--- config.mk ---
export PLATFORM = sky130hd
export DESIGN_NAME = sync_fifo
export DESIGN_NICKNAME = d
export VERILOG_FILES = /design/src/verilog/sync_fifo.sv
export SDC_FILE = /design/constraint.sdc
export NUM_CORES = 1
export LEC_CHECK = 0
export ABC_CLOCK_PERIOD_IN_PS = 3600
export BUFFER_PORTS_ARGS = -buffer_cell sky130_fd_sc_hd__buf_4
export CAP_MARGIN = 20
export CORE_MARGIN = 2
export CORE_UTILIZATION = 40
export DETAILED_ROUTE_END_ITERATION = 10
export GPL_TIMING_DRIVEN = 0
export REMOVE_ABC_BUFFERS = 1
export SETUP_SLACK_MARGIN = 0.15
export SLEW_MARGIN = 20
export SYNTH_ARGS = -nofsm -noshare
export SYNTH_HDL_FRONTEND = slang
export SYNTH_SLANG_ARGS = --single-unit
export TNS_END_PERCENT = 30
--- constraint.sdc ---
create_clock -name i_axi_clk -period 3.6 [get_ports i_axi_clk]
set_clock_uncertainty 0.2 [all_clocks]
set_input_delay 0.72 -clock i_axi_clk [delete_from_list [all_inputs] [get_ports i_axi_clk]]
set_output_delay 0.72 -clock i_axi_clk [all_outputs]
set_load 0.05 [all_outputs]
--- src/verilog/sync_fifo.sv ---
`timescale 1ns/1ps

module sync_fifo #(
    parameter int WIDTH = 8,
    parameter int DEPTH = 16
) (
    input  logic                         i_axi_clk,
    input  logic                         axi_reset_sync,
    input  logic                         i_wr_en,
    input  logic [WIDTH-1:0]             i_wr_data,
    input  logic                         i_rd_en,
    output logic [WIDTH-1:0]             o_rd_data,
    output logic                         o_rd_valid,
    output logic [$clog2(DEPTH+1)-1:0]   o_count,
    output logic                         o_empty,
    output logic                         o_overflow,
    output logic                         o_underflow
);

    localparam int AW = $clog2(DEPTH);

    logic [WIDTH-1:0] mem [DEPTH];
    logic [AW-1:0]    wr_ptr;
    logic [AW-1:0]    rd_ptr;
    logic             full;
    logic             wr_ok;
    logic             rd_ok;

    assign full    = (o_count == DEPTH);
    assign o_empty = (o_count == '0);
    assign wr_ok   = i_wr_en && ~full;
    assign rd_ok   = i_rd_en && ~o_empty;

    always_ff @(posedge i_axi_clk) begin
        if (axi_reset_sync) begin
            wr_ptr      <= '0;
            rd_ptr      <= '0;
            o_count     <= '0;
            o_rd_valid  <= 1'b0;
            o_overflow  <= 1'b0;
            o_underflow <= 1'b0;
        end else begin
            if (wr_ok) begin
                wr_ptr <= (wr_ptr == AW'(DEPTH - 1)) ? '0 : wr_ptr + 1'b1;
            end
            if (rd_ok) begin
                rd_ptr <= (rd_ptr == AW'(DEPTH - 1)) ? '0 : rd_ptr + 1'b1;
            end
            case ({wr_ok, rd_ok})
                2'b10:   o_count <= o_count + 1'b1;
                2'b01:   o_count <= o_count - 1'b1;
                default: o_count <= o_count;
            endcase
            o_rd_valid <= rd_ok;
            // sticky until reset
            if (i_wr_en && full) begin
                o_overflow <= 1'b1;
            end
            if (i_rd_en && o_empty) begin
                o_underflow <= 1'b1;
            end
        end
    end

    always_ff @(posedge i_axi_clk) begin
        if (wr_ok) begin
            mem[wr_ptr] <= i_wr_data;
        end
        if (rd_ok) begin
            o_rd_data <= mem[rd_ptr];
        end else begin
            o_rd_data <= '0;
        end
    end

endmodule

==> flow_summary_export.csv <==
group,metric,value,unit
hold_path,hp-class,"flip-flop to flip-flop",
route,wl,12100,microns
global_route,grt_pass1_vias,3191,
global_route,gr-total-overflow,0,
logic_synthesis,syn_inst,367,
die,core,15000,sq um
placed_design,finalWeightedCongestion,0.778,
timing,fmax,0.323,GHz
die,placementRows,45,
logic_synthesis,synth-compound-area-share,6.01,%
logic_synthesis,synthSimpleGateAreaFrac,5.11,%
die,dieArea,16300,sq um
placed_design,portBuffers,28,
logic_synthesis,synth_most_common_cell,"edfxtp_1",
logic_synthesis,synth_top_cell_by_area,"edfxtp_1",
worst_setup_path,startpoint_type,"flip-flop",
worst_setup_path,reg2reg_to,"o_count[4]",
worst_setup_path,end_kind,"flip-flop",
worst_setup_path,critical_path_class,"flip-flop to flip-flop",
cells_and_area,final_cells,596,
logic_synthesis,yosysUniqueCellTypes,46,
hold_path,min_path_cells,2,
route,num_vias,3213,
logic_synthesis,synth-edff-count,128,
cts,clk_latency,0.42,ns
logic_synthesis,synth_top_family_by_area,"multiplexers",
power,clockPowerShare,32.8,%
power,combPwrFrac,26.1,%
cells_and_area,syn2layout_area_growth,16.3,%
global_route,grt_start_max_net_pins,38,
cts,root_buffer,"clkbuf_16",
logic_synthesis,ys_warn_count,0,
logic_synthesis,synth_top_cells_by_area,"edfxtp_1 63%, dfxtp_1 7.9%, mux4_2 6.6%",
timing,slew-limit-headroom,31.6,%
cts,path_clk_slew,0.06,ns
power,swShare,30.9,%
timing,finalCritPeriodShare,85.9,%
cts,clkSinkCount,152,
cts,postCtsHoldBufs,0,
route,drt-vias-per-instance,5.39,
logic_synthesis,synth_top_cell_area_share,63.0,%
die,ioPinCount,29,
timing,hold_violations,0,
route,dr.pass1.iters,4,
worst_setup_path,r2r_start,"o_count[1]",
route,drc,0,
worst_setup_path,arrival,3.17,ns
route,avgRoutedWirePerCell,20.4,microns
power,total_power,5.40,mW
route,drt_iter0_markers,255,
timing,tightest_slew,1.02,ns
logic_synthesis,ys_seq_area_share,70.9,%
worst_setup_path,r2r_setup_slack,0.51,ns
worst_setup_path,crit_fanout,9,
worst_setup_path,rr_worst_depth,10,
global_route,grtUsageTotal,15.9,%
global_route,antenna_found_initial,0,
cts,cts_resized,0,
run,maxCapViolations,0,
power,pwr-share-seq,41.1,%
power,p_int,3.73,mW
cells_and_area,antenna_cells,0,
worst_setup_path,critPathLaunch,"o_count[1]",
worst_setup_path,endpoint,"o_count[4]",
timing,finalCriticalPeriod,3.09,ns
global_route,grt_pass1_wl,18400,microns
logic_synthesis,ys_ff_latch,152,
cells_and_area,layout-drive-gt1-share,22.3,%
hold_path,hp-start,"o_overflow",
logic_synthesis,synth_xor_area_share,0.861,%
cts,htreeDepth,4,
logic_synthesis,async_reset_ff_share,0,%
timing,rsz0062_at_grt,"false",
die,die_height,128,microns
power,ir_drop,0.000590,V
logic_synthesis,synth_top_flop_cell,"edfxtp_1",
route,drtAntennaViolNets,0,
worst_setup_path,worstPathRequired,3.67,ns
power,p_per_area,761,nW/um^2
cts,cts_buffer_depth,2,
power,cellLeakagePower,2.34,nW
cts,cts_tree,"yes",
power,power_switching,1.67,mW
cells_and_area,nets,415,
die,die_w,128,microns
logic_synthesis,netlist_area,6100,sq um
logic_synthesis,synth_commonest_cells,"128 x edfxtp_1, 40 x mux2i_1, 26 x nor2_1, 24 x dfxtp_1, 18 x mux4_2",
outcome,status,"finished clean",
timing,slew_viol_final,0,
die,start_util,40.6,%
logic_synthesis,synth_fa_ha_area_share,1.64,%
logic_synthesis,synthMuxAreaShare,13.4,%
cts,postCtsSetupRepairBufs,0,
logic_synthesis,syn_area_per_cell,16.6,sq um
timing,final-setup-viol-count,0,
cts,cts_made_buffers,17,
placed_design,dp_hpwl,7590,microns
placed_design,dp_cells,564,
[cell families (layout without fill, tap and decap cells)]
group / Yosys count / count (layout)
buf+inv: 26 / 67
mux: 59 / 59
simple gates: 66 / 66
fa+ha+maj: 8 / 8
flops: 152 / 152
compound gates: 50 / 50
xor+xnor: 6 / 6
[layout by cell type (no fill, tap or decap), types with 6 or more instances in the layout]
cell | Yosys | routed
edfxtp_1 | 128 | 128
mux2i_1 | 40 | 40
buf_4 | 2 | 28
nor2_1 | 26 | 26
dfxtp_1 | 24 | 22
mux4_2 | 18 | 18
clkbuf_16 | 0 | 17
nand2_1 | 16 | 16
a22oi_1 | 15 | 15
o22ai_1 | 9 | 9
ha_1 | 8 | 8
a21oi_1 | 7 | 6
[critical path: stages, from the launching register on]
cell      delay, ns
dfxtp_1        0.41
or4_4          0.61
o21ai_4        0.21
inv_4          0.09
ha_1           0.27
xor2_1         0.17
ha_1           0.20
a21oi_2        0.19
o22ai_1        0.15
a221oi_1       0.29
o311ai_0       0.16
[power by group through the flow]
| stage | clock [mW] | combinational [mW] | sequential, mW |
|---|---|---|---|
| after floorplan | 0 | 0.721 | 2.53 |
| after global placement | 0 | 1.32 | 2.33 |
| after detailed placement | 0 | 1.42 | 2.25 |
| after CTS | 1.80 | 1.43 | 2.22 |
| after global routing | 1.89 | 1.53 | 2.25 |
| final | 1.77 | 1.41 | 2.22 |
[sequential cells by signal, summed over array words and instances (netlist names)]
name and count:
rd_ptr 4, o_rd_data 8, o_overflow 1, o_count 5, o_underflow 1, o_rd_valid 1, wr_ptr 4, mem 128
[area by class of cell]
type                            count  area, sq um
Fill cell                        1282         7940
Sequential cell                   152         4330
Tap cell                          188          235
Clock buffer                       23          468
Inverter                            6         25.0
Timing Repair Buffer               29          238
Multi-Input combinational cell    189         1680
Clock inverter                      9          125
[worst min path at each step]
stage	to	slack, ns
floorplan	rd_ptr[3]	0.32
global placement	o_underflow	0.25
detailed placement	o_overflow	0.28
CTS	o_overflow	0.30
global route	o_underflow	0.33
finish	o_overflow	0.30
[routing by layer]
| layer | global-route usage [%] | vias up | routed length (microns) |
|---|---|---|---|
| met3 | 4.82 | 6 | 547 |
| met4 | 5.04 | 0 | 95 |
| li1 | - | 1502 | - |
| met2 | 25.7 | 95 | 6170 |
| met1 | 20.7 | 1610 | 5330 |
| met5 | 0 | - | 0 |
[per-stage QoR]
step | utilization (%) | instance area (sq um) | hold WS [ns] | TNS [ns] | setup slack, ns
floorplan | - | 6000 | 0.319 | 0 | 0.397
global placement | 42.9 | 6440 | 0.255 | -1.74 | -0.305
detailed placement | 43.2 | 6490 | 0.280 | 0 | 0.321
CTS | 47.1 | 7090 | 0.298 | 0 | 0.352
global route | 47.2 | 7100 | 0.330 | 0 | 0.243
finish | 47.2 | 7100 | 0.295 | 0 | 0.509
Power figures use the tool's default switching activity.
