`config.mk`:
```
export PLATFORM = sky130hd
export DESIGN_NAME = axi_rd_issuer
export DESIGN_NICKNAME = d
export VERILOG_FILES = /design/src/verilog/axi_rd_pkg.sv /design/src/verilog/video_rd_pkg.sv /design/src/verilog/axi_rd_issuer.sv
export SDC_FILE = /design/constraint.sdc
export NUM_CORES = 1
export LEC_CHECK = 0
export BUFFER_PORTS_ARGS = -buffer_cell sky130_fd_sc_hd__clkbuf_2
export CORE_ASPECT_RATIO = 1.75
export CORE_MARGIN = 2
export CORE_UTILIZATION = 40
export CTS_CLUSTER_SIZE = 40
export DETAILED_ROUTE_END_ITERATION = 12
export PLACE_DENSITY = 0.78
export SLEW_MARGIN = 20
export SYNTH_ARGS = -nofsm -noshare
export SYNTH_HDL_FRONTEND = slang
export SYNTH_SLANG_ARGS = --single-unit
```
`constraint.sdc`:
```
create_clock -name i_axi_clk -period 2.21 [get_ports i_axi_clk]
set_input_delay 0.1105 -clock i_axi_clk [delete_from_list [all_inputs] [get_ports i_axi_clk]]
set_output_delay 0.1105 -clock i_axi_clk [all_outputs]
set_load 0.01 [all_outputs]
```
`src/verilog/axi_rd_pkg.sv`:
```
package axi_rd_pkg;

    // incrementing burst type
    localparam logic [1:0] BURST_INCR = 2'b01;

    // log2 of bytes per beat, 8 bits gives 0
    function automatic logic [2:0] calc_arsize(input int data_width);
        logic [2:0] size;
        size = 3'd0;
        for (int i = 0; i < 8; i++) begin
            if ((8 << i) == data_width) begin
                size = 3'(i);
            end
        end
        return size;
    endfunction

endpackage

```
`src/verilog/video_rd_pkg.sv`:
```
package video_rd_pkg;

    localparam int ADDR_WIDTH = 32;

    // axi burst length minus one
    typedef logic [7:0] burst_len_t;

    // raw view is what the command fifo stores
    typedef union packed {
        logic [$bits(burst_len_t)+ADDR_WIDTH-1:0] raw;
        struct packed {
            burst_len_t             len;
            logic [ADDR_WIDTH-1:0]  addr;
        } fields;
    } cmd_word_u;

    localparam int CMD_DEPTH       = 16;
    localparam int CMD_READY_LIMIT = 12;

    localparam int DATA_DEPTH      = 512;
    localparam int MAX_BURST_BEATS = 256;

    // one line of pixels
    localparam int LINE_DEPTH      = 1024;

endpackage

```
`src/verilog/axi_rd_issuer.sv`:
```
`timescale 1ns/1ps

module axi_rd_issuer #(
    parameter int AXI_DATA_WIDTH = 128
) (
    input  logic                                            i_axi_clk,
    input  logic                                            axi_reset_sync,
    input  logic                                            i_cmd_empty,
    input  video_rd_pkg::cmd_word_u                         i_cmd_word,
    input  logic [$clog2(video_rd_pkg::DATA_DEPTH+1)-1:0]   i_data_count,
    input  logic                                            i_m_axi_arready,
    input  logic                                            i_m_axi_rvalid,
    input  logic                                            i_m_axi_rlast,
    output logic                                            o_cmd_pop,
    output logic                                            o_m_axi_arvalid,
    output logic [video_rd_pkg::ADDR_WIDTH-1:0]             o_m_axi_araddr,
    output video_rd_pkg::burst_len_t                        o_m_axi_arlen,
    output logic [2:0]                                      o_m_axi_arsize,
    output logic [1:0]                                      o_m_axi_arburst
);

    localparam logic [3:0] ST_IDLE = 4'b0001;
    localparam logic [3:0] ST_PREP = 4'b0010;
    localparam logic [3:0] ST_DATA = 4'b0100;
    localparam logic [3:0] ST_END  = 4'b1000;

    // room for the longest burst
    localparam int ADMIT_LIMIT = video_rd_pkg::DATA_DEPTH - video_rd_pkg::MAX_BURST_BEATS;

    logic [3:0] state;
    logic [3:0] state_next;
    logic       start;

    assign start = ~i_cmd_empty && (i_data_count <= ADMIT_LIMIT);

    // pop on leaving idle so the word is on the fifo output during prepare
    assign o_cmd_pop = (state == ST_IDLE) && start;

    assign o_m_axi_arsize  = axi_rd_pkg::calc_arsize(AXI_DATA_WIDTH);
    assign o_m_axi_arburst = axi_rd_pkg::BURST_INCR;

    always_comb begin
        case (state)
            ST_IDLE: state_next = start ? ST_PREP : ST_IDLE;
            ST_PREP: state_next = ST_DATA;
            ST_DATA: state_next = (i_m_axi_rvalid && i_m_axi_rlast) ? ST_END : ST_DATA;
            ST_END:  state_next = ST_IDLE;
            default: state_next = ST_IDLE;
        endcase
    end

    always_ff @(posedge i_axi_clk) begin
        if (axi_reset_sync) begin
            state           <= ST_IDLE;
            o_m_axi_arvalid <= 1'b0;
        end else begin
            state <= state_next;
            if (o_m_axi_arvalid && i_m_axi_arready) begin
                o_m_axi_arvalid <= 1'b0;
            end else if (state == ST_PREP) begin
                o_m_axi_arvalid <= 1'b1;
            end
        end
    end

    // address and length held until the next prepare
    always_ff @(posedge i_axi_clk) begin
        if (state == ST_PREP) begin
            o_m_axi_araddr <= i_cmd_word.fields.addr;
            o_m_axi_arlen  <= i_cmd_word.fields.len;
        end
    end

endmodule

```
==> impl_results.md <==
* Clock power frac at 0.353
* Netlist Area Pre-Place at about 1500 µm²
* Unrepaired setup endpoints after global routing: false
* Status: complete, no violations
* Clock skew at approximately 11 ps
* Sw Share at 0.176
* Die extent in y at roughly 84 µm
* Yosys warns at 0
* Clk root buf: clkbuf_8
* Power per cell area at roughly 650 nW/µm²
* Drt pass-1 iters at 4
* DRC errors left at 0
* CP Class: reg2reg
* Design area at between 2000 and 2500 µm²
* TNS Setup at 0 ps
* Fmax at around 640 MHz
* Avg Cell Area, Syn at 20.8 µm²
* Share of layout cells above drive strength 1 at 0.517
* Clk sinks at 45
* Synthesis-to-layout area growth at 66.9%
* Worst Hold Margin at about 6.8 ps
* Final global-route overflow total at 0
* Max FO, Critical Path at 40
* Max VDD drop at between 500 and 600 µV
* Slowest-stage cell, CP: or4b_4
* Clock transition at the registers of the reported paths at ~80 ps
* Wirelength per Cell at 13.1 µm
* Synth top area cells: edfxtp_1 (81%), dfxtp_1 (6.8%), buf_4 (2.5%)
* CTS tree: yes
* Largest family of logic cells by synthesized area: simple AND/OR/NAND/NOR gates
* DRT iter0 DRCs at 10
* Latest clock arrival within the worst-skew pair at approximately 290 ps
* Vias per std cell at roughly 4.4
* Core Region at around 3600 µm²
* DRT antenna net count at 0
* Synth Area in Compound Gates at 0.0144
* Final Hold Fails at 0
* Initial Utilization at 0.411
* Worst setup EP type: register
* LEAKAGE at about 0.0011 µW
* Slew Viols, Final at 0
* First-pass GRT wire length at 5.28 mm
* Largest net degree at the start of global routing at just over 40
* Post-Route Utilization at 0.687
* Max H-tree Level at 2
* Vias in the first global route at 1221
* Rows at 29
* PostCTS Resize Cnt at 0
* Yosys reg bits at 45
* Die footprint at around 4200 µm²
* Diode count at 0
* Sequential fraction of the synthesis area at 0.881
* Final HPWL DP at between 2 and 2.5 mm
* P_sw at roughly 280 µW
* CP startpoint kind: register
* Fin crit share at 0.704
* P_int at roughly 1300 µW
* Clk buf depth at 2
* Total track usage at 0.169
* Cells after Synth at 71
* Vias post-DR at approximately 1100
* Worst hold-check path type: in2reg
* CTS Buf Count at 5
* Final setup fails at 0
* Setup bufs post-CTS at 0
* IO buf count at 97
* Number of max-cap violations at 0
* Hold-fix buffers, CTS at 32
* Initial antenna violation count at 0
* Final Power at roughly 1600 µW
* CP Cell Sequence: or4b_4, inv_1, buf_12
* Routed WL at between 3 and 4 mm
* Post-Synth Simple-Gate Area at 0.0584
* GPL Wtd Cong at ~0.67
* Synth top area share at 0.813
* Mux contribution to synthesized area at 0.00762
* Reg power frac at 0.576
* Worst stage delay on the critical path at 550 ps
* Combinational Power Share at 0.070
* Arr. time, crit path at ~1500 ps
* Xor and xnor area share after synthesis at 0.00593
* Post-place instance area at just over 2000 µm²
* Nets at ~260
* Final min period at roughly 1600 ps
* Distinct cells, synth at 19
* Cell taking the most area after synthesis: edfxtp_1
* Synth Area in Adders at 0
* # IOs at about 100
* Req. time, crit path at ~2200 ps
* Die X-Extent at 49.9 µm
## worst max-delay path: cells and delay by family (launching register included)
family | cells | cell delay, ps
and+or+nand+nor | 1 | 550
DFF | 1 | 340
buffers and inverters | 2 | 340
## worst paths after layout
path / start / end / slack, ps / cells past startpoint
max reg2reg: state[0] / o_m_axi_arlen[2] / 650 / 3
max: state[0] / o_m_axi_arlen[2] / 650 / 3
min reg2reg: state[0] / state[3] / 490 / 1
min: i_cmd_word[1] / o_m_axi_araddr[1] / 7 / 1
## cells by family after synthesis
family,after synthesis
flops,45
simple gates,13
buf+inv,6
compound gates,3
other cells,2
xor+xnor,1
mux,1
## through the flow
| step | setup slack (ps) | std cells |
|---|---|---|
| after floorplan | 167 | 74 |
| after global placement | 719 | 213 |
| after detailed placement | 671 | 213 |
| after CTS | 654 | 253 |
| after global routing | 582 | 255 |
| final | 654 | 255 |
## flip-flops by register name, summed over array words and instances (netlist names)
register,count
o_m_axi_arvalid,1
o_m_axi_araddr,32
o_m_axi_arlen,8
state,4
## per-layer routing
layer  track usage  wire length (µm)  up-vias
met5             0                 0        -
met4         0.121               162        0
met3        0.0427               244       16
met2         0.313              1890       70
met1         0.151              1050      492
li1              -                 -      536
## final cells by class
cell class	instances	area, µm²
clock buffer	8	111
fill	263	1130
inverter	1	3.75
multi-input combinational	23	146
sequential	45	1300
tap	46	57.6
timing repair buffer	132	846
## cells in the mapped netlist, drive strengths merged
cell    count
nand2       1
nor4        3
mux2        1
or4         1
edfxtp     40
o21a        1
xnor2       1
nand3b      1
nand4b      1
or4b        1
inv         1
dfxtp       5
nor2        4
a31oi       1
buf         5
a21boi      1
nor4b       1
conb        2
## power groups by stage
stage	Clock [µW]	Sequential, µW	Combinational (µW)
after floorplan	0	948	17.4
after global placement	0	947	60.2
after detailed placement	0	947	64.5
after CTS	584	928	110
after global routing	607	928	123
final	569	928	113
## cells in the final DEF, fill, tap and decap left out, types with 3 or more instances in the layout
cell type | Yosys | layout
nor2_1 | 3 | 3
conb_1 | 2 | 5
dfxtp_1 | 5 | 5
edfxtp_1 | 40 | 40
nor4_1 | 3 | 3
clkbuf_2 | 0 | 97
clkbuf_8 | 0 | 6
dlygate4sd3_1 | 0 | 34
Power figures use the tool's default switching activity.
