===== config.mk =====
export PLATFORM = sky130hd
export DESIGN_NAME = beat_unpacker
export DESIGN_NICKNAME = d
export VERILOG_FILES = /design/src/verilog/video_rd_pkg.sv /design/src/verilog/beat_unpacker.sv
export SDC_FILE = /design/constraint.sdc
export NUM_CORES = 1
export LEC_CHECK = 0
export BUFFER_PORTS_ARGS = -buffer_cell sky130_fd_sc_hd__buf_2
export CORE_ASPECT_RATIO = 0.5
export CORE_MARGIN = 3
export CORE_UTILIZATION = 30
export CTS_CLUSTER_DIAMETER = 60
export CTS_CLUSTER_SIZE = 12
export DETAILED_ROUTE_END_ITERATION = 12
export PLACE_DENSITY_LB_ADDON = 0.15
export SETUP_SLACK_MARGIN = 0.2
export SYNTH_ARGS = -nofsm -noshare
export SYNTH_HDL_FRONTEND = slang
export SYNTH_SLANG_ARGS = --single-unit

===== constraint.sdc =====
create_clock -name i_axi_clk -period 3.8 [get_ports i_axi_clk]
set_input_delay 0.76 -clock i_axi_clk [delete_from_list [all_inputs] [get_ports i_axi_clk]]
set_output_delay 0.76 -clock i_axi_clk [all_outputs]
set_load 0.01 [all_outputs]

===== src/verilog/video_rd_pkg.sv =====
package video_rd_pkg;

    localparam int ADDR_WIDTH = 32;

    // axi burst length minus one
    typedef logic [7:0] burst_len_t;

    // raw view is what the command fifo stores
    typedef union packed {
        logic [$bits(burst_len_t)+ADDR_WIDTH-1:0] raw;
        struct packed {
            burst_len_t             len;
            logic [ADDR_WIDTH-1:0]  addr;
        } fields;
    } cmd_word_u;

    localparam int CMD_DEPTH       = 16;
    localparam int CMD_READY_LIMIT = 12;

    localparam int DATA_DEPTH      = 512;
    localparam int MAX_BURST_BEATS = 256;

    // one line of pixels
    localparam int LINE_DEPTH      = 1024;

endpackage


===== src/verilog/beat_unpacker.sv =====
`timescale 1ns/1ps

module beat_unpacker #(
    parameter int AXI_DATA_WIDTH = 128,
    parameter int PIXEL_WIDTH    = 16
) (
    input  logic                                            i_axi_clk,
    input  logic                                            axi_reset_sync,
    input  logic                                            i_data_empty,
    input  logic [AXI_DATA_WIDTH:0]                         i_data_word,
    input  logic [$clog2(video_rd_pkg::LINE_DEPTH+1)-1:0]   i_line_count,
    input  logic [15:0]                                     i_video_width,
    output logic                                            o_data_pop,
    output logic                                            o_pixel_wr,
    output logic [PIXEL_WIDTH:0]                            o_pixel_word
);

    localparam int PIX_PER_BEAT = AXI_DATA_WIDTH / PIXEL_WIDTH;
    localparam int SUB_W        = $clog2(PIX_PER_BEAT);
    // new beat plus pixels still in the shifter and pipeline
    localparam int LINE_LIMIT   = video_rd_pkg::LINE_DEPTH - 2 * PIX_PER_BEAT;

    logic                       load;
    logic                       shifting;
    logic [SUB_W-1:0]           sub_cnt;
    logic                       sub_end;
    logic                       slot_free;
    logic [AXI_DATA_WIDTH-1:0]  shift_reg;
    logic                       beat_last;
    logic                       pix_valid;
    logic                       pix_line_end;
    logic [PIXEL_WIDTH-1:0]     pix_data;
    logic [15:0]                line_cnt;
    logic                       pix_mask;
    logic                       pix_last;

    assign sub_end = (sub_cnt == SUB_W'(PIX_PER_BEAT - 1));

    // next word may be requested two pixels before the shifter runs dry
    assign slot_free  = ~load && (~shifting || sub_cnt >= SUB_W'(PIX_PER_BEAT - 2));
    assign o_data_pop = slot_free && ~i_data_empty && (i_line_count <= LINE_LIMIT);

    assign pix_mask = (line_cnt >= i_video_width);
    assign pix_last = (line_cnt == i_video_width - 16'd1);

    always_ff @(posedge i_axi_clk) begin
        if (axi_reset_sync) begin
            load     <= 1'b0;
            shifting <= 1'b0;
            sub_cnt  <= '0;
        end else begin
            load <= o_data_pop;
            if (load) begin
                shifting <= 1'b1;
                sub_cnt  <= '0;
            end else if (shifting) begin
                if (sub_end) begin
                    shifting <= 1'b0;
                    sub_cnt  <= '0;
                end else begin
                    sub_cnt <= sub_cnt + 1'b1;
                end
            end
        end
    end

    // lowest pixel leaves first
    always_ff @(posedge i_axi_clk) begin
        if (load) begin
            shift_reg <= i_data_word[AXI_DATA_WIDTH-1:0];
            beat_last <= i_data_word[AXI_DATA_WIDTH];
        end else if (shifting) begin
            shift_reg <= shift_reg >> PIXEL_WIDTH;
        end
        pix_data     <= shift_reg[PIXEL_WIDTH-1:0];
        o_pixel_word <= {pix_last, pix_data};
    end

    always_ff @(posedge i_axi_clk) begin
        if (axi_reset_sync) begin
            pix_valid    <= 1'b0;
            pix_line_end <= 1'b0;
            line_cnt     <= '0;
            o_pixel_wr   <= 1'b0;
        end else begin
            pix_valid    <= shifting;
            pix_line_end <= shifting && sub_end && beat_last;
            // line restarts after the final pixel of the rlast beat
            if (pix_valid && pix_line_end) begin
                line_cnt <= '0;
            end else if (pix_valid) begin
                line_cnt <= line_cnt + 16'd1;
            end
            o_pixel_wr <= pix_valid && ~pix_mask;
        end
    end

endmodule


==> flow_results.xml <==
<?xml version="1.0" encoding="UTF-8"?>
<metrics>
  <group name="synth">
    <metric name="yosysWarnings" unit="">0</metric>
    <metric name="mappedNetlistNets" unit="">735</metric>
    <metric name="dominantRegCellSynth" unit="">edfxtp_1</metric>
    <metric name="synth.yosys.seq_area_share" unit="">0.632</metric>
    <metric name="synth_edf_count" unit="">129</metric>
    <metric name="synthTopCellsByCount" unit="">edfxtp_1, mux2_2, dfxtp_1</metric>
    <metric name="async_set_or_reset_flop_fraction_in_the_synthesized_netlist" unit="">0</metric>
    <metric name="post-synth-top-count-cell" unit="">edfxtp_1</metric>
    <metric name="synth.distinct_cells" unit="">44</metric>
    <metric name="yosysTopAreaCell" unit="">edfxtp_1</metric>
    <metric name="synthesis.area_per_instance" unit="um^2">14.3</metric>
    <metric name="synth_area_leaders" unit="">edfxtp_1, mux2_2, dfxtp_1, ha_1, xnor2_1</metric>
    <metric name="synthesis.instances" unit="">555</metric>
    <metric name="synth-seq-cells" unit="">186</metric>
    <metric name="synth_area" unit="um^2">7940</metric>
    <metric name="post-synth-top-area-fraction" unit="">0.488</metric>
  </group>
  <group name="sta">
    <metric name="report.final.hold_viol_count" unit="">0</metric>
    <metric name="unrepaired_setup_endpoints_after_global_routing" unit="">no</metric>
    <metric name="fin_crit_sh" unit="">0.674</metric>
    <metric name="clock-skew-final" unit="ps">9.04</metric>
    <metric name="relative_max_transition_margin" unit="">0.493</metric>
    <metric name="report.final.slew_viol_count" unit="">0</metric>
    <metric name="number_of_endpoints_failing_setup_at_the_final_stage" unit="">0</metric>
    <metric name="max_clock_freq" unit="MHz">390</metric>
    <metric name="tightestPinTransition" unit="ps">758</metric>
    <metric name="fin_setup_tns" unit="ps">0</metric>
    <metric name="layout_min_cycle_time" unit="ps">2560</metric>
  </group>
  <group name="clock_tree">
    <metric name="cts.htree.levels" unit="">4</metric>
    <metric name="post_cts_hold_buffer_count" unit="">0</metric>
    <metric name="clk-insertion-delay-late" unit="ps">430</metric>
    <metric name="ctsLongestPathBuffers" unit="">2</metric>
    <metric name="tritoncts.num_buffers" unit="">17</metric>
    <metric name="path_clk_slew" unit="ps">70</metric>
    <metric name="post_cts.resized_instances" unit="">0</metric>
    <metric name="cts.root.buffer_cell" unit="">clkbuf_16</metric>
    <metric name="cts.sink_count" unit="">186</metric>
    <metric name="cts_tree" unit="">done</metric>
    <metric name="postCtsSetupBuffers" unit="">0</metric>
  </group>
  <group name="routing">
    <metric name="remaining_drc_errors" unit="">0</metric>
    <metric name="wirelength_met1" unit="um">6950</metric>
    <metric name="postRouteWirelength" unit="um">16400</metric>
    <metric name="vias_per_cell" unit="">4.35</metric>
    <metric name="routed_wire_length_per_instance" unit="um">15.1</metric>
    <metric name="vias" unit="">4749</metric>
    <metric name="route.met3.wl" unit="um">572</metric>
    <metric name="antenna_left" unit="">0</metric>
    <metric name="highest_layer" unit="">met4</metric>
    <metric name="drt_iter0_drc" unit="">225</metric>
    <metric name="drt_first_pass_iters" unit="">4</metric>
    <metric name="wl_met2" unit="um">8670</metric>
  </group>
  <group name="critical_path">
    <metric name="path_max_fanout" unit="">4</metric>
    <metric name="rrSetupSlack" unit="ps">1630</metric>
    <metric name="critical_path_class" unit="">flip-flop to primary output</metric>
    <metric name="cpMaxStageDelayCell" unit="">a2111oi_0</metric>
    <metric name="worst_ep_arrival_time" unit="ps">1800</metric>
    <metric name="crit_path_start_kind" unit="">flip-flop</metric>
    <metric name="r2r_cells" unit="">2</metric>
    <metric name="cpPeakStageDelay" unit="ps">400</metric>
    <metric name="cp-end-kind" unit="">primary output</metric>
    <metric name="endpoint_of_the_worst_register_to_register_path" unit="">shift_reg[10]</metric>
    <metric name="cp-startpoint" unit="">sub_cnt[0]</metric>
    <metric name="crit_path_end" unit="">o_data_pop</metric>
    <metric name="launching_point_of_the_worst_reg2reg_path" unit="">load</metric>
    <metric name="critical_path_cell_list" unit="">inv_1 -&gt; ha_1 -&gt; o21ai_0 -&gt; a2111oi_0 -&gt; o31a_1 -&gt; buf_2</metric>
    <metric name="required" unit="ps">3040</metric>
  </group>
  <group name="cells_and_area">
    <metric name="multi_input_combinational_cell_area" unit="um^2">2760</metric>
    <metric name="final_net_count" unit="">913</metric>
    <metric name="area_grow_syn2layout" unit="%">23.1</metric>
    <metric name="layout.filler_cells" unit="">2486</metric>
    <metric name="largest_register_ffs" unit="">128</metric>
    <metric name="drive_gt1_frac" unit="">0.442</metric>
    <metric name="ff_latch_area" unit="um^2">5020</metric>
  </group>
  <group name="placed_design">
    <metric name="dp_hpwl" unit="um">11800</metric>
    <metric name="buffer_ports.inserted" unit="">177</metric>
    <metric name="gp_congestion" unit="">0.835</metric>
  </group>
  <group name="power_and_ir_drop">
    <metric name="sw_frac_of_total" unit="">0.226</metric>
    <metric name="power.internal" unit="W">0.00336</metric>
    <metric name="power_frac_comb" unit="">0.079</metric>
    <metric name="power.share.sequential" unit="">0.539</metric>
    <metric name="post-layout-total-power" unit="W">0.00434</metric>
    <metric name="total_switching_power" unit="W">0.000981</metric>
    <metric name="cellLeakagePower" unit="nW">3.74</metric>
    <metric name="vdd.ir_drop.worst" unit="mV">0.216</metric>
    <metric name="pwr_density_cell" unit="nW/um^2">444</metric>
    <metric name="power.share.clock" unit="">0.382</metric>
  </group>
  <group name="global_routing">
    <metric name="vias_in_the_first_global_route" unit="">4826</metric>
    <metric name="grt-ovfl-total" unit="">0</metric>
    <metric name="grt_usage" unit="">0.118</metric>
    <metric name="initial_antenna_violation_count" unit="">1</metric>
    <metric name="grt_first_pass_wirelength" unit="um">25900</metric>
    <metric name="grt_start_max_net_pins" unit="">54</metric>
  </group>
  <group name="run">
    <metric name="drv_cap" unit="">0</metric>
  </group>
  <group name="floorplanning">
    <metric name="die_width" unit="um">236</metric>
    <metric name="ios" unit="">178</metric>
    <metric name="die_h" unit="um">121</metric>
    <metric name="floorplan.rows" unit="">41</metric>
    <metric name="fp.dieArea" unit="um^2">28600</metric>
    <metric name="fp.coreArea" unit="um^2">25600</metric>
    <metric name="initial_core_utilization" unit="">0.310</metric>
  </group>
  <group name="status">
    <metric name="status" unit="">finished, final reports clean</metric>
  </group>
  <group name="hold_path">
    <metric name="hold_path.class" unit="">flip-flop to flip-flop</metric>
  </group>
</metrics>
power by group through the flow:
stage               Sequential (W)  Clock [W]  Combinational, W
floorplan                  0.00238          0          0.000199
global placement           0.00238          0          0.000345
finish                     0.00234    0.00166          0.000342
CTS                        0.00234    0.00172          0.000351
detailed placement         0.00238          0          0.000347
global route               0.00235    0.00180          0.000384
critical path: cells and delay by family (launching register included):
family / cells / cell delay, ps
flops: 1 / 340
compound gates: 3 / 710
fa+ha+maj: 1 / 130
buf+inv: 2 / 200
worst min path at each step:
stage	start	to	slack, ps	cells past startpoint
floorplan	pix_data[0]	o_pixel_word[0]	310	0
global placement	pix_data[2]	o_pixel_word[2]	310	0
detailed placement	pix_data[13]	o_pixel_word[13]	310	0
CTS	pix_data[1]	o_pixel_word[1]	330	0
global route	pix_data[4]	o_pixel_word[4]	330	0
finish	pix_data[9]	o_pixel_word[9]	330	0
routing by layer:
metal | vias to the layer above | GRT usage
met5 | - | 0
met4 | 0 | 0.0406
met3 | 20 | 0.0359
met2 | 64 | 0.209
met1 | 2261 | 0.138
li1 | 2404 | -
cells by family after synthesis:
| family | synth area share |
|---|---|
| simple gates | 0.0779 |
| fa+ha+maj | 0.0331 |
| xor+xnor | 0.0342 |
| mux | 0.167 |
| flops | 0.632 |
| buf+inv | 0.0207 |
| compound gates | 0.0356 |
layout make-up:
class,instances,area share
clock buffer,21,0.0461
tap,344,0.0441
sequential,186,0.514
multi-input combinational,327,0.282
inverter,19,0.00730
clock inverter,11,0.00897
antenna,1,0.000256
timing repair buffer,182,0.0971
per-stage QoR:
step	area (um^2)	utilization	worst slack, ps	hold slack (ps)	std cells
2_1_floorplan	7940	-	534	310	555
3_3_place_gp	9230	0.360	1100	310	1058
3_5_place_dp	9230	0.360	981	312	1058
4_1_cts	9770	0.381	1200	328	1090
5_1_grt	9770	0.382	1020	332	1091
6_report	9770	0.382	1240	326	1091
layout by cell type, fill, tap and decap left out, types with 3 or more instances in the layout:
master / instances
ha_1: 21
nand3_1: 11
mux2_2: 112
a21o_1: 5
or3_1: 3
o211ai_1: 3
and3_1: 5
and2_1: 16
buf_4: 3
inv_1: 19
nor2b_1: 3
nor4_1: 4
nand2_1: 13
nor3_1: 5
dfxtp_1: 56
o21ai_0: 11
nand2b_1: 4
edfxtp_1: 129
inv_6: 4
clkbuf_1: 3
nand4_1: 9
clkinv_4: 3
buf_2: 177
mux2i_1: 6
clkinv_2: 3
nor2_1: 28
xnor2_1: 16
clkbuf_16: 17
a21oi_1: 14
xor2_1: 15
Power figures use the tool's default switching activity.
